<file path="config.mk">
export PLATFORM = sky130hd
export DESIGN_NAME = rp_top
export DESIGN_NICKNAME = d
export VERILOG_FILES = /design/src/verilog/rp_pkg.sv /design/src/verilog/rp_mix_if.sv /design/src/verilog/rp_top.sv /design/src/verilog/rp_dac_backend.sv /design/src/verilog/rp_adc_frontend.sv /design/src/verilog/rp_pwm_dac.sv /design/src/verilog/rp_pwm_timer.sv /design/src/verilog/rp_startup_fsm.sv
export SDC_FILE = /design/constraint.sdc
export NUM_CORES = 1
export LEC_CHECK = 0
export ABC_AREA = 1
export BUFFER_PORTS_ARGS = -buffer_cell sky130_fd_sc_hd__buf_4
export CAP_MARGIN = 20
export CORE_UTILIZATION = 53
export DETAILED_ROUTE_END_ITERATION = 6
export PLACE_DENSITY_LB_ADDON = 0.2
export SLEW_MARGIN = 30
export SYNTH_ARGS = -nofsm -noshare
export SYNTH_HDL_FRONTEND = slang
export SYNTH_SLANG_ARGS = --single-unit
</file>
<file path="constraint.sdc">
create_clock -name adc_clk -period 4.2 [get_ports adc_clk]
set_input_delay 1.05 -clock adc_clk [delete_from_list [all_inputs] [get_ports adc_clk]]
set_output_delay 1.05 -clock adc_clk [all_outputs]
set_load 0.005 [all_outputs]
</file>
<file path="src/verilog/rp_pkg.sv">
// Converter datapath shared definitions
// Sample widths, sample types and startup sequencer states

package rp_pkg;

  //////////////////////////////
  // Widths
  //////////////////////////////

  localparam int unsigned ADC_RAW_W = 16;  // Full ADC word, 2 reserved LSBs
  localparam int unsigned SMP_W     = 14;  // Converter sample
  localparam int unsigned SUM_W     = 15;  // Generator + controller sum

  //////////////////////////////
  // Sample types
  //////////////////////////////

  // Unconverted ADC word, unsigned negative slope
  typedef logic [ADC_RAW_W-1:0] raw_adc_t;

  // Two's complement sample on acquire and generate paths
  typedef logic signed [SMP_W-1:0] sample_t;

  // DAC code, unsigned negative slope
  typedef logic [SMP_W-1:0] dac_code_t;

  // PWM duty word, also the PWM period counter
  typedef logic [7:0] duty_t;

  //////////////////////////////
  // Startup sequencer
  //////////////////////////////

  typedef enum logic [1:0] {
    ST_WAIT_LOCK,  // PLL not locked, DAC held in reset
    ST_SETTLE,     // Lock seen, waiting for clocks to settle
    ST_RUN         // Datapath live
  } startup_state_t;

endpackage
</file>
<file path="src/verilog/rp_mix_if.sv">
// Generator and controller mixing bus
// Carries ASG and PID samples into the DAC back end, saturated sums back out

interface rp_mix_if;

  // Generator samples
  rp_pkg::sample_t asg_a;
  rp_pkg::sample_t asg_b;

  // Controller samples
  rp_pkg::sample_t pid_a;
  rp_pkg::sample_t pid_b;

  // Saturated sums, two's complement
  rp_pkg::sample_t dac_a;
  rp_pkg::sample_t dac_b;

  // Top level drives the sources
  modport src (
    output asg_a, asg_b,
    output pid_a, pid_b
  );

  // DAC back end sums and saturates
  modport mix (
    input  asg_a, asg_b,
    input  pid_a, pid_b,
    output dac_a, dac_b
  );

  // ADC front end taps the sums for loopback
  modport loop (
    input  dac_a, dac_b
  );

endinterface

</file>
<file path="src/verilog/rp_top.sv">
// Converter datapath top level
// ADC front end, DAC back end, PWM DACs and startup sequencing on adc_clk

module rp_top #(
  parameter int unsigned SETTLE_CYCLES = 16,  // Settle time after PLL lock
  parameter int unsigned NUM_PWM       = 4    // PWM DAC channels
) (
  input  logic                        adc_clk,
  input  logic                        rst_i,
  input  logic                        pll_locked_i,
  input  logic                        digital_loop_i,  // DAC to ADC loopback
  // ADC
  input  rp_pkg::raw_adc_t            adc_a_i,
  input  rp_pkg::raw_adc_t            adc_b_i,
  output rp_pkg::sample_t             adc_a_o,         // Scope taps here
  output rp_pkg::sample_t             adc_b_o,
  // Generator and controller samples
  input  rp_pkg::sample_t             asg_a_i,
  input  rp_pkg::sample_t             asg_b_i,
  input  rp_pkg::sample_t             pid_a_i,
  input  rp_pkg::sample_t             pid_b_i,
  // DAC
  output rp_pkg::dac_code_t           dac_dat_o,
  output logic                        dac_sel_o,
  output logic                        dac_rst_o,
  output logic                        run_o,
  // PWM DAC
  input  rp_pkg::duty_t [NUM_PWM-1:0] pwm_duty_i,
  output logic          [NUM_PWM-1:0] dac_pwm_o
);

  logic          run;
  rp_pkg::duty_t pwm_cnt;
  logic          period_start;

  rp_mix_if mix ();

  // Sources onto the mixing bus
  assign mix.asg_a = asg_a_i;
  assign mix.asg_b = asg_b_i;
  assign mix.pid_a = pid_a_i;
  assign mix.pid_b = pid_b_i;
  assign run_o     = run;

  //////////////////////////////
  // Sequencing and PWM
  //////////////////////////////

  rp_startup_fsm #(.SETTLE_CYCLES(SETTLE_CYCLES)) i_fsm (
    .adc_clk      (adc_clk),
    .rst_i        (rst_i),
    .pll_locked_i (pll_locked_i),
    .run_o        (run),
    .dac_rst_o    (dac_rst_o)
  );

  rp_pwm_timer i_pwm_timer (
    .adc_clk        (adc_clk),
    .rst_i          (rst_i),
    .run_i          (run),
    .cnt_o          (pwm_cnt),
    .period_start_o (period_start)
  );

  rp_pwm_dac #(.NUM_PWM(NUM_PWM)) i_pwm_dac (
    .adc_clk        (adc_clk),
    .rst_i          (rst_i),
    .run_i          (run),
    .cnt_i          (pwm_cnt),
    .period_start_i (period_start),
    .duty_i         (pwm_duty_i),
    .pwm_o          (dac_pwm_o)
  );

  //////////////////////////////
  // Converter paths
  //////////////////////////////

  rp_adc_frontend i_adc (
    .adc_clk        (adc_clk),
    .rst_i          (rst_i),
    .adc_a_i        (adc_a_i),
    .adc_b_i        (adc_b_i),
    .digital_loop_i (digital_loop_i),
    .mix            (mix),
    .adc_a_o        (adc_a_o),
    .adc_b_o        (adc_b_o)
  );

  rp_dac_backend i_dac (
    .adc_clk   (adc_clk),
    .rst_i     (rst_i),
    .run_i     (run),
    .mix       (mix),
    .dac_dat_o (dac_dat_o),
    .dac_sel_o (dac_sel_o)
  );

endmodule

</file>
<file path="src/verilog/rp_dac_backend.sv">
// DAC back end
// Sums generator and controller, saturates, converts to DAC code, interleaves A/B

module rp_dac_backend (
  input  logic              adc_clk,
  input  logic              rst_i,
  input  logic              run_i,      // Output gating
  rp_mix_if.mix             mix,        // ASG/PID in, saturated sums out
  output rp_pkg::dac_code_t dac_dat_o,  // Interleaved DAC data
  output logic              dac_sel_o   // High = channel A on dac_dat_o
);

  localparam rp_pkg::dac_code_t ZERO_CODE = 14'h1FFF;  // Mid-scale, sample 0

  logic signed [rp_pkg::SUM_W-1:0] sum_a;
  logic signed [rp_pkg::SUM_W-1:0] sum_b;
  rp_pkg::dac_code_t               code_a_q;
  rp_pkg::dac_code_t               code_b_q;
  logic                            phase_q;   // Channel phase while running

  // Clamp 15-bit sum into 14 bits
  // Top two bits differ means overflow, sign picks the rail
  function automatic rp_pkg::sample_t saturate(input logic [rp_pkg::SUM_W-1:0] sum);
    logic sgn;
    sgn = sum[rp_pkg::SUM_W-1];
    if (sum[rp_pkg::SUM_W-1] ^ sum[rp_pkg::SUM_W-2])
      saturate = {sgn, {(rp_pkg::SMP_W-1){~sgn}}};  // 8191 or -8192
    else
      saturate = sum[rp_pkg::SMP_W-1:0];
  endfunction

  // Two's complement to negative slope code
  function automatic rp_pkg::dac_code_t to_code(input rp_pkg::sample_t smp);
    to_code = {smp[rp_pkg::SMP_W-1], ~smp[rp_pkg::SMP_W-2:0]};
  endfunction

  //////////////////////////////
  // Mix and saturate
  //////////////////////////////

  assign sum_a     = mix.asg_a + mix.pid_a;  // Sign extended to SUM_W
  assign sum_b     = mix.asg_b + mix.pid_b;
  assign mix.dac_a = saturate(sum_a);
  assign mix.dac_b = saturate(sum_b);

  // Output code registers
  always_ff @(posedge adc_clk) begin
    code_a_q <= to_code(mix.dac_a);
    code_b_q <= to_code(mix.dac_b);
  end

  //////////////////////////////
  // Interleave
  //////////////////////////////

  // Phase toggles while running, parked low otherwise
  always_ff @(posedge adc_clk) begin
    if (rst_i) begin
      phase_q <= 1'b0;
    end else if (run_i) begin
      phase_q <= ~phase_q;
    end else begin
      phase_q <= 1'b0;
    end
  end

  assign dac_sel_o = run_i & phase_q;  // Low in first run cycle

  always_comb begin
    if (!run_i)
      dac_dat_o = ZERO_CODE;           // Idle at mid-scale
    else if (phase_q)
      dac_dat_o = code_a_q;
    else
      dac_dat_o = code_b_q;
  end

endmodule

</file>
<file path="src/verilog/rp_adc_frontend.sv">
// ADC front end
// Captures both ADC words, converts to two's complement, optional DAC loopback

module rp_adc_frontend (
  input  logic             adc_clk,
  input  logic             rst_i,
  input  rp_pkg::raw_adc_t adc_a_i,         // Channel A raw word
  input  rp_pkg::raw_adc_t adc_b_i,         // Channel B raw word
  input  logic             digital_loop_i,  // Take DAC sums instead of ADC
  rp_mix_if.loop           mix,             // Saturated DAC sums
  output rp_pkg::sample_t  adc_a_o,
  output rp_pkg::sample_t  adc_b_o
);

  rp_pkg::sample_t smp_a;
  rp_pkg::sample_t smp_b;

  // Negative slope to two's complement
  // Top 14 bits kept, sign stays, lower 13 inverted
  function automatic rp_pkg::sample_t to_sample(input rp_pkg::raw_adc_t raw);
    logic [rp_pkg::SMP_W-1:0] top;
    top       = raw[rp_pkg::ADC_RAW_W-1 -: rp_pkg::SMP_W];  // Drop reserved LSBs
    to_sample = {top[rp_pkg::SMP_W-1], ~top[rp_pkg::SMP_W-2:0]};
  endfunction

  //////////////////////////////
  // Source select
  //////////////////////////////

  always_comb begin
    if (digital_loop_i) begin
      smp_a = mix.dac_a;  // Loopback from generate path
      smp_b = mix.dac_b;
    end else begin
      smp_a = to_sample(adc_a_i);
      smp_b = to_sample(adc_b_i);
    end
  end

  // Single register stage, one cycle latency either way
  always_ff @(posedge adc_clk) begin
    if (rst_i) begin
      adc_a_o <= '0;
      adc_b_o <= '0;
    end else begin
      adc_a_o <= smp_a;
      adc_b_o <= smp_b;
    end
  end

endmodule

</file>
<file path="src/verilog/rp_pwm_dac.sv">
// Multi-channel PWM DAC
// Duty words latched once per period and compared against the shared count

module rp_pwm_dac #(
  parameter int unsigned NUM_PWM = 4
) (
  input  logic                        adc_clk,
  input  logic                        rst_i,
  input  logic                        run_i,
  input  rp_pkg::duty_t               cnt_i,           // Shared period count
  input  logic                        period_start_i,  // Duty update strobe
  input  rp_pkg::duty_t [NUM_PWM-1:0] duty_i,          // Requested duty per channel
  output logic          [NUM_PWM-1:0] pwm_o
);

  rp_pkg::duty_t [NUM_PWM-1:0] duty_q;    // Duty in force for this period
  rp_pkg::duty_t [NUM_PWM-1:0] duty_cur;  // Duty seen by the compare

  // Latch new duty only at period start, no mid-period glitch
  always_ff @(posedge adc_clk) begin
    if (rst_i) begin
      duty_q <= '0;
    end else if (period_start_i) begin
      duty_q <= duty_i;
    end
  end

  //////////////////////////////
  // Compare
  //////////////////////////////

  always_comb begin
    for (int n = 0; n < NUM_PWM; n++) begin
      // Count 0 is the latch cycle itself, use the incoming word there
      duty_cur[n] = period_start_i ? duty_i[n] : duty_q[n];
      // High for counts 0..duty-1, exactly duty cycles per period
      pwm_o[n]    = run_i && (cnt_i < duty_cur[n]);
    end
  end

endmodule

</file>
<file path="src/verilog/rp_pwm_timer.sv">
// PWM period timer
// Free-running 256-cycle counter with a period start strobe

module rp_pwm_timer (
  input  logic          adc_clk,
  input  logic          rst_i,
  input  logic          run_i,          // Count only while running
  output rp_pkg::duty_t cnt_o,          // Position within the period
  output logic          period_start_o  // First cycle of a period
);

  rp_pkg::duty_t cnt_q;

  //////////////////////////////
  // Period counter
  //////////////////////////////

  always_ff @(posedge adc_clk) begin
    if (rst_i) begin
      cnt_q <= '0;
    end else if (run_i) begin
      cnt_q <= cnt_q + 8'd1;  // Wraps 255 -> 0
    end else begin
      cnt_q <= '0;            // Parked at zero, next period starts clean
    end
  end

  assign cnt_o = cnt_q;

  // Strobe on count zero, only when live
  assign period_start_o = run_i && (cnt_q == '0);

endmodule

</file>
<file path="src/verilog/rp_startup_fsm.sv">
// Startup sequencer
// Waits for PLL lock plus a settle time, then enables the datapath

module rp_startup_fsm #(
  parameter int unsigned SETTLE_CYCLES = 16  // Cycles spent in settle, > 0
) (
  input  logic adc_clk,
  input  logic rst_i,
  input  logic pll_locked_i,  // PLL lock status
  output logic run_o,         // Datapath enable
  output logic dac_rst_o      // DAC reset pin, active high
);

  localparam int unsigned CNT_W = $clog2(SETTLE_CYCLES + 1);

  rp_pkg::startup_state_t state_q;
  rp_pkg::startup_state_t state_d;
  logic [CNT_W-1:0]       settle_cnt_q;  // Cycles already spent in settle
  logic                   settle_done;

  // Last settle cycle
  assign settle_done = (settle_cnt_q == CNT_W'(SETTLE_CYCLES - 1));

  // Next state
  always_comb begin
    state_d = state_q;
    case (state_q)
      rp_pkg::ST_WAIT_LOCK: begin
        if (pll_locked_i)
          state_d = rp_pkg::ST_SETTLE;
      end
      rp_pkg::ST_SETTLE: begin
        if (settle_done)
          state_d = rp_pkg::ST_RUN;
      end
      rp_pkg::ST_RUN: state_d = rp_pkg::ST_RUN;
      default:        state_d = rp_pkg::ST_WAIT_LOCK;
    endcase
    // Losing lock always restarts the sequence
    if (!pll_locked_i)
      state_d = rp_pkg::ST_WAIT_LOCK;
  end

  always_ff @(posedge adc_clk) begin
    if (rst_i) begin
      state_q      <= rp_pkg::ST_WAIT_LOCK;
      settle_cnt_q <= '0;
    end else begin
      state_q <= state_d;
      if (state_q == rp_pkg::ST_SETTLE)
        settle_cnt_q <= settle_cnt_q + 1'b1;
      else
        settle_cnt_q <= '0;  // Fresh count on every settle entry
    end
  end

  assign run_o     = (state_q == rp_pkg::ST_RUN);
  assign dac_rst_o = (state_q != rp_pkg::ST_RUN);  // DAC out of reset only in run

endmodule

</file>
# After elaboration in Yosys (flattened, before gate mapping)
# Index checks and enable logic that the tools add are counted.
[word_totals]
regBits = 104
output_inout_bits = 49
wordCells = 60
[op_classes]
add_sub_neg = 4
n_lt_le_gt_ge = 4
eq_ne = 5
mux = 12
bitwise_logic = 13
reduce_logical = 10
[ops]
columns = ["op", "n"]
rows = [
  ["$mux 14", 6],
  ["$not 13->13", 4],
  ["$lt 8x8->1", 4],
  ["$mux 8", 4],
  ["$add 14x14->15", 2],
  ["$add 8x1->8 const B", 1],
  ["$logic_not 8->1", 1],
  ["$not 1->1", 6],
  ["$pmux 2 s3", 1],
  ["$reduce_or 2->1", 3],
  ["$add 5x1->5 const B", 1],
  ["$eq 5x4->1 const B", 1],
  ["$logic_and 1x1->1", 5],
  ["$eq 2x1->1 const B", 1],
  ["$eq 2x2->1 const B", 1],
  ["$logic_not 2->1", 1],
  ["$mux 2", 1],
  ["$ne 2x1->1 const B", 1],
  ["$ne 2x2->1 const B", 1],
  ["$xor 1x1->1", 2],
  ["$and 1x1->1", 1],
]

# Longest topological paths before layout
[logic_depth]
word_depth = 5
ltp_mapped = 16
depth_no_buf = 15

# Cells and area by module
# A second synthesis with hierarchy kept.
[unflattened]
cells_unflattened = 916
area_unflattened_um2 = 6633.9
[by_module_without_submodules]
columns = ["mod", "n_inst", "cells_each", "area_per_inst_um2", "seq_area_each_um2"]
rows = [
  ["rp_dac_backend", 1, 449, 2887.8, 580.6],
  ["rp_pwm_dac", 1, 220, 1954.4, 640.6],
  ["rp_adc_frontend", 1, 151, 1049.8, 560.5],
  ["rp_pwm_timer", 1, 53, 402.9, 160.2],
  ["rp_startup_fsm", 1, 43, 339.1, 140.1],
]

# Worst setup path before layout
# OpenSTA, ideal clock, no wires.
[synth_timing]
path_kind = "reg-to-output"
start = "register i_fsm.state_q[0]"
end = "output port dac_pwm_o[2]"
arrival_time_ns = 2.341
required_ns = 3.150
setup_slack_ns = 0.809
path_stages_with_launch = 14
n_path_buf = 3
cell_sequence = "dfxtp_1 -> inv_1 -> ha_1 -> buf_2 -> nand2_1 -> nor3_1 -> nand2_1 -> buf_4 -> buf_6 -> mux2i_1 -> ha_1 -> a211oi_1 -> nand3_1 -> a21oi_1"
[synth_via]
elab_chain_cells = 5
[synth_rtl]
columns = ["element", "line", "rtl"]
rows = [
  ["from (decl)", "rp_startup_fsm.sv:16", "rp_pkg::startup_state_t state_q;"],
  ["from (signal assigned)", "rp_startup_fsm.sv:46", "state_q <= rp_pkg::ST_WAIT_LOCK;"],
  ["from (signal assigned)", "rp_startup_fsm.sv:49", "state_q <= state_d;"],
  ["$eq 2x2->1 *", "rp_startup_fsm.sv:57", "assign run_o = (state_q == rp_pkg::ST_RUN);"],
  ["net run_o", "rp_top.sv:26", "output logic run_o,"],
  ["$logic_and 1x1->1", "rp_pwm_timer.sv:31", "assign period_start_o = run_i && (cnt_q == '0);"],
  ["$mux 8", "rp_pwm_dac.sv:35", "duty_cur[n] = period_start_i ? duty_i[n] : duty_q[n];"],
  ["$lt 8x8->1", "rp_pwm_dac.sv:37", "pwm_o[n] = run_i && (cnt_i < duty_cur[n]);"],
  ["$logic_and 1x1->1 *", "rp_pwm_dac.sv:37", ""],
  ["to (decl)", "rp_top.sv:29", "output logic [NUM_PWM-1:0] dac_pwm_o"],
]
# The timed path passes the listed nets; every way through them passes the cells marked *.

# Worst setup path after layout
[layout_timing]
start = "register i_pwm_timer.cnt_q[1] (netlist: i_pwm_timer.cnt_o[1])"
end = "output port dac_pwm_o[3]"
[layout_via]
elab_chain_cells = 5
[layout_rtl]
columns = ["element", "line", "rtl"]
rows = [
  ["from (decl)", "rp_pwm_timer.sv:12", "rp_pkg::duty_t cnt_q;"],
  ["from (signal assigned)", "rp_pwm_timer.sv:22", "cnt_q <= cnt_q + 8'd1;"],
  ["$logic_not 8->1", "rp_pwm_timer.sv:31", ""],
  ["$logic_and 1x1->1", "rp_pwm_timer.sv:31", ""],
  ["$mux 8", "rp_pwm_dac.sv:35", ""],
  ["$lt 8x8->1 *", "rp_pwm_dac.sv:37", ""],
  ["$logic_and 1x1->1 *", "rp_pwm_dac.sv:37", ""],
]
# Every way passes the cells marked *; elsewhere a longest branch is shown, timed or not.

==> impl_metrics.py <==
metrics = {
    "worst_setup_path": {
        "crit_buf_inv": 3,
        "rrSetupSlack_ns": 2.48,
        "end_kind": "output pin",
        "r2r_end": "i_pwm_dac.duty_q[20]$_SDFFE_PP0N_",
        "critPathKind": "reg2out",
        "start_kind": "flop",
        "critical-path-slowest-cell": "dfxtp_1",
        "required_ns": 3.15,
        "crit_arrival_ns": 2.78,
        "path_cells": "inv_1 > ha_1 > nand2_1 > nor3_1 > nand2_1 > buf_12 > mux2i_1 > ha_1 > a211oi_1 > nand3_1 > a21oi_1 > buf_4",
        "critPathMaxStageDelay_ns": 0.48,
        "crit_end": "dac_pwm_o[3]",
        "cp.depth": 12,
        "cp_top_family": "adder cells",
        "critPathMaxFanout": 36,
        "crit_path_start": "i_pwm_timer.cnt_o[1]$_SDFF_PP0_",
        "rr_worst_depth": 8,
        "r2r-start": "i_pwm_timer.cnt_o[1]$_SDFF_PP0_",
    },
    "global_route": {
        "antenna_found_initial": 0,
        "grt_pass1_vias": 5144,
        "grt_overflow": 0,
        "grt_max_degree": 37,
        "grt_use_total_pct": 24.6,
        "grt_pass1_wl_mm": 23.1,
    },
    "clocking": {
        "cts_tree": "done",
        "cts_max_level": 3,
        "clock-root-buffer": "clkbuf_16",
        "cts_setup_buffers": 0,
        "post_cts_resized": 0,
        "cts_sinks": 104,
        "clock_latency_ns": 0.34,
        "clk_pin_slew_worst_paths_ns": 0.07,
        "ctsHoldBuffers": 0,
        "clockBufferDepth": 2,
        "cts_inserted_buffers": 9,
    },
    "sta": {
        "fmax_mhz": 261,
        "finClkSkew_ns": 0.00477,
        "setup_violations": 0,
        "fin_setup_tns_ns": 0,
        "tightest_slew_ns": 0.549,
        "fin_crit_sh_pct": 91.1,
        "maxSlewHeadroom_pct": 63.4,
        "slew_violations": 0,
        "grt_setup_unrepaired": "no",
        "final_hold_viol_count": 0,
        "period_minus_slack_ns": 3.83,
    },
    "power": {
        "p_total_uw": 2800,
        "vdd_drop_max_mv": 0.273,
        "powerDensity_mw_per_mm2": 357,
        "p_leak_uw": 0.00410,
    },
    "drt": {
        "detail_route.wl_per_cell_um": 12.8,
        "wl_mm": 14.4,
        "vias_per_cell": 5.05,
        "vias": 5722,
        "drc": 0,
        "drtIter0Drc": 364,
        "ant_nets": 0,
        "firstDrtPassIters": 5,
    },
    "layout": {
        "fin_nets": 1175,
        "nFillCells": 1056,
        "n_antenna_cell": 0,
        "area_growth_pct": 26.8,
        "finalCoreUtilization_pct": 68.7,
        "drive_above_1_share_pct": 23.9,
    },
    "die": {
        "core_area_sq_mm": 0.0114,
        "fp-row-count": 39,
        "dieArea_sq_mm": 0.0121,
        "io_pins": 173,
        "die_w_um": 110,
        "start_util_pct": 54.2,
        "die_h_um": 110,
    },
    "placed_design": {
        "gp_congestion": 0.877,
        "place_hpwl_mm": 11.2,
        "io_buffer_count": 168,
    },
    "synthesis": {
        "avgSynthCellArea_sq_um": 7.48,
        "ys_ff_latch": 104,
        "synth_top_family_by_area": "simple AND/OR/NAND/NOR gates",
        "synthMuxAreaShare_pct": 4.53,
        "synth-async-reset-ratio_pct": 0,
        "synthAdderAreaFrac_pct": 13.4,
        "synth-seq-area-share_pct": 33.7,
        "synth_compound_area_share_pct": 10.7,
        "syn-cell-area_sq_mm": 0.00619,
        "synth-simple-area-share_pct": 28.1,
        "synth-main-ff-cell": "dfxtp_1",
        "syn-num-nets": 1016,
        "synth-edff-count": 0,
        "yosys_warnings": 0,
        "synth_xor_area_share_pct": 2.69,
        "postSynthCellCount": 827,
        "synth_cell_types": 37,
    },
    "job": {
        "drv_cap": 0,
    },
    "hold_path": {
        "min_path_cells": 1,
        "hold_class": "reg2reg",
    },
    "run_status": {
        "status": "finished, final reports clean",
    },
}
## metrics by stage
| stage | worst slack (ns) | std cells | hold WS, ns | instance area [sq um] |
|---|---|---|---|---|
| CTS | 0.329 | 1132 | 0.473 | 7850 |
| floorplan | 0.809 | 827 | 0.418 | 6190 |
| finish | 0.375 | 1132 | 0.470 | 7850 |
| global placement | 0.766 | 1118 | 0.432 | 7530 |
| global route | 0.149 | 1132 | 0.491 | 7850 |
| detailed placement | 0.709 | 1118 | 0.454 | 7530 |
## flip-flops by register name, indices dropped and copies added, names as in the netlist
signal,count
i_adc.adc_a_o,14
i_adc.adc_b_o,14
i_dac.code_a_q,14
i_dac.code_b_q,14
i_dac.phase_q,1
i_fsm.settle_cnt_q,5
i_fsm.state_q,2
i_pwm_dac.duty_q,32
i_pwm_timer.cnt_o,8
## layer usage
metal  GRT usage, %  routed length [um]  share of wire [%]  up-vias
met5              0                   0                  0        -
met4           6.48                 189                1.3        0
met3           6.41                1060                7.4       17
met2           42.7                7010                 49      155
met1           30.0                6180                 43     2554
li1               -                   -                  -     2996
## cells by family (layout without fill, tap and decap cells)
group / Yosys count / count (layout)
compound gates: 101 / 101
flops: 104 / 104
fa+ha+maj: 65 / 65
simple gates: 408 / 408
xor+xnor: 19 / 19
mux: 28 / 28
buf+inv: 102 / 264
## cells in the mapped netlist (2+ instances only)
cell type  instances  area (sq um)
buf_2              2          10.0
o21bai_1           5          37.5
xnor2_1            3          26.3
nand2_1          232           871
fa_1               2          40.0
nor2_1            88           330
and2_1             3          18.8
a21oi_4            5          81.3
ha_1              63           788
mux2i_1           28           280
dfxtp_1          104          2080
nand2_4            3          33.8
inv_2              4          15.0
nor3_2             3          30.0
a21oi_2           18           158
nand2_2           12          75.1
o21ai_0           12          60.1
nand3_2            2          20.0
o211ai_1           2          15.0
clkbuf_1          16          60.1
nor3_1             5          25.0
nand4_1            6          37.5
a21oi_1           52           260
a211oi_1           6          45.0
inv_1             75           282
buf_6              3          33.8
nand3_1           48           240
xor2_1            16           140
## cell usage in the layout (no fill, tap or decap), types with 16 or more instances in the layout
cell	n
nand2_1	232
nor2_1	88
inv_1	74
nand3_1	48
buf_4	170
a21oi_2	18
dfxtp_1	104
a21oi_1	52
mux2i_1	28
xor2_1	16
ha_1	63
## worst min path at each step
stage,from,end,slack (ns)
after detailed placement,i_fsm.settle_cnt_q[0]$_SDFF_PP0_,i_fsm.settle_cnt_q[0]$_SDFF_PP0_,0.45
after global routing,i_fsm.settle_cnt_q[0]$_SDFF_PP0_,i_fsm.settle_cnt_q[0]$_SDFF_PP0_,0.49
after floorplan,i_fsm.settle_cnt_q[0]$_SDFF_PP0_,i_fsm.settle_cnt_q[0]$_SDFF_PP0_,0.42
final,i_fsm.settle_cnt_q[0]$_SDFF_PP0_,i_fsm.settle_cnt_q[0]$_SDFF_PP0_,0.47
after CTS,i_fsm.settle_cnt_q[0]$_SDFF_PP0_,i_fsm.settle_cnt_q[0]$_SDFF_PP0_,0.47
after global placement,i_fsm.settle_cnt_q[0]$_SDFF_PP0_,i_fsm.settle_cnt_q[0]$_SDFF_PP0_,0.43
## report_power, final
group | leakage [uW] | internal, uW | switching, uW | total [uW]
registers | 0.000859 | 1110 | 36.1 | 1140
clock network | 0.000155 | 537 | 366 | 902
logic | 0.00308 | 328 | 427 | 755
## cell type report
cell class	count	area, sq um	area share, %
multi-input combinational	621	3680	46.9
sequential	104	2080	26.5
timing repair buffer	171	1300	16.5
inverter	79	297	3.78
clock buffer	10	239	3.05
tap	143	179	2.28
clock inverter	4	77.6	0.989
## worst reg2reg max path, stage by stage (launching register included)
cell and delay, ns:
dfxtp_1 0.48, inv_1 0.08, ha_1 0.18, nand2_1 0.08, nor3_1 0.05, nand2_1 0.12, buf_12 0.24, mux2i_1 0.29
nor2_1 0.07
No activity file was read; power rests on OpenSTA's default activity.
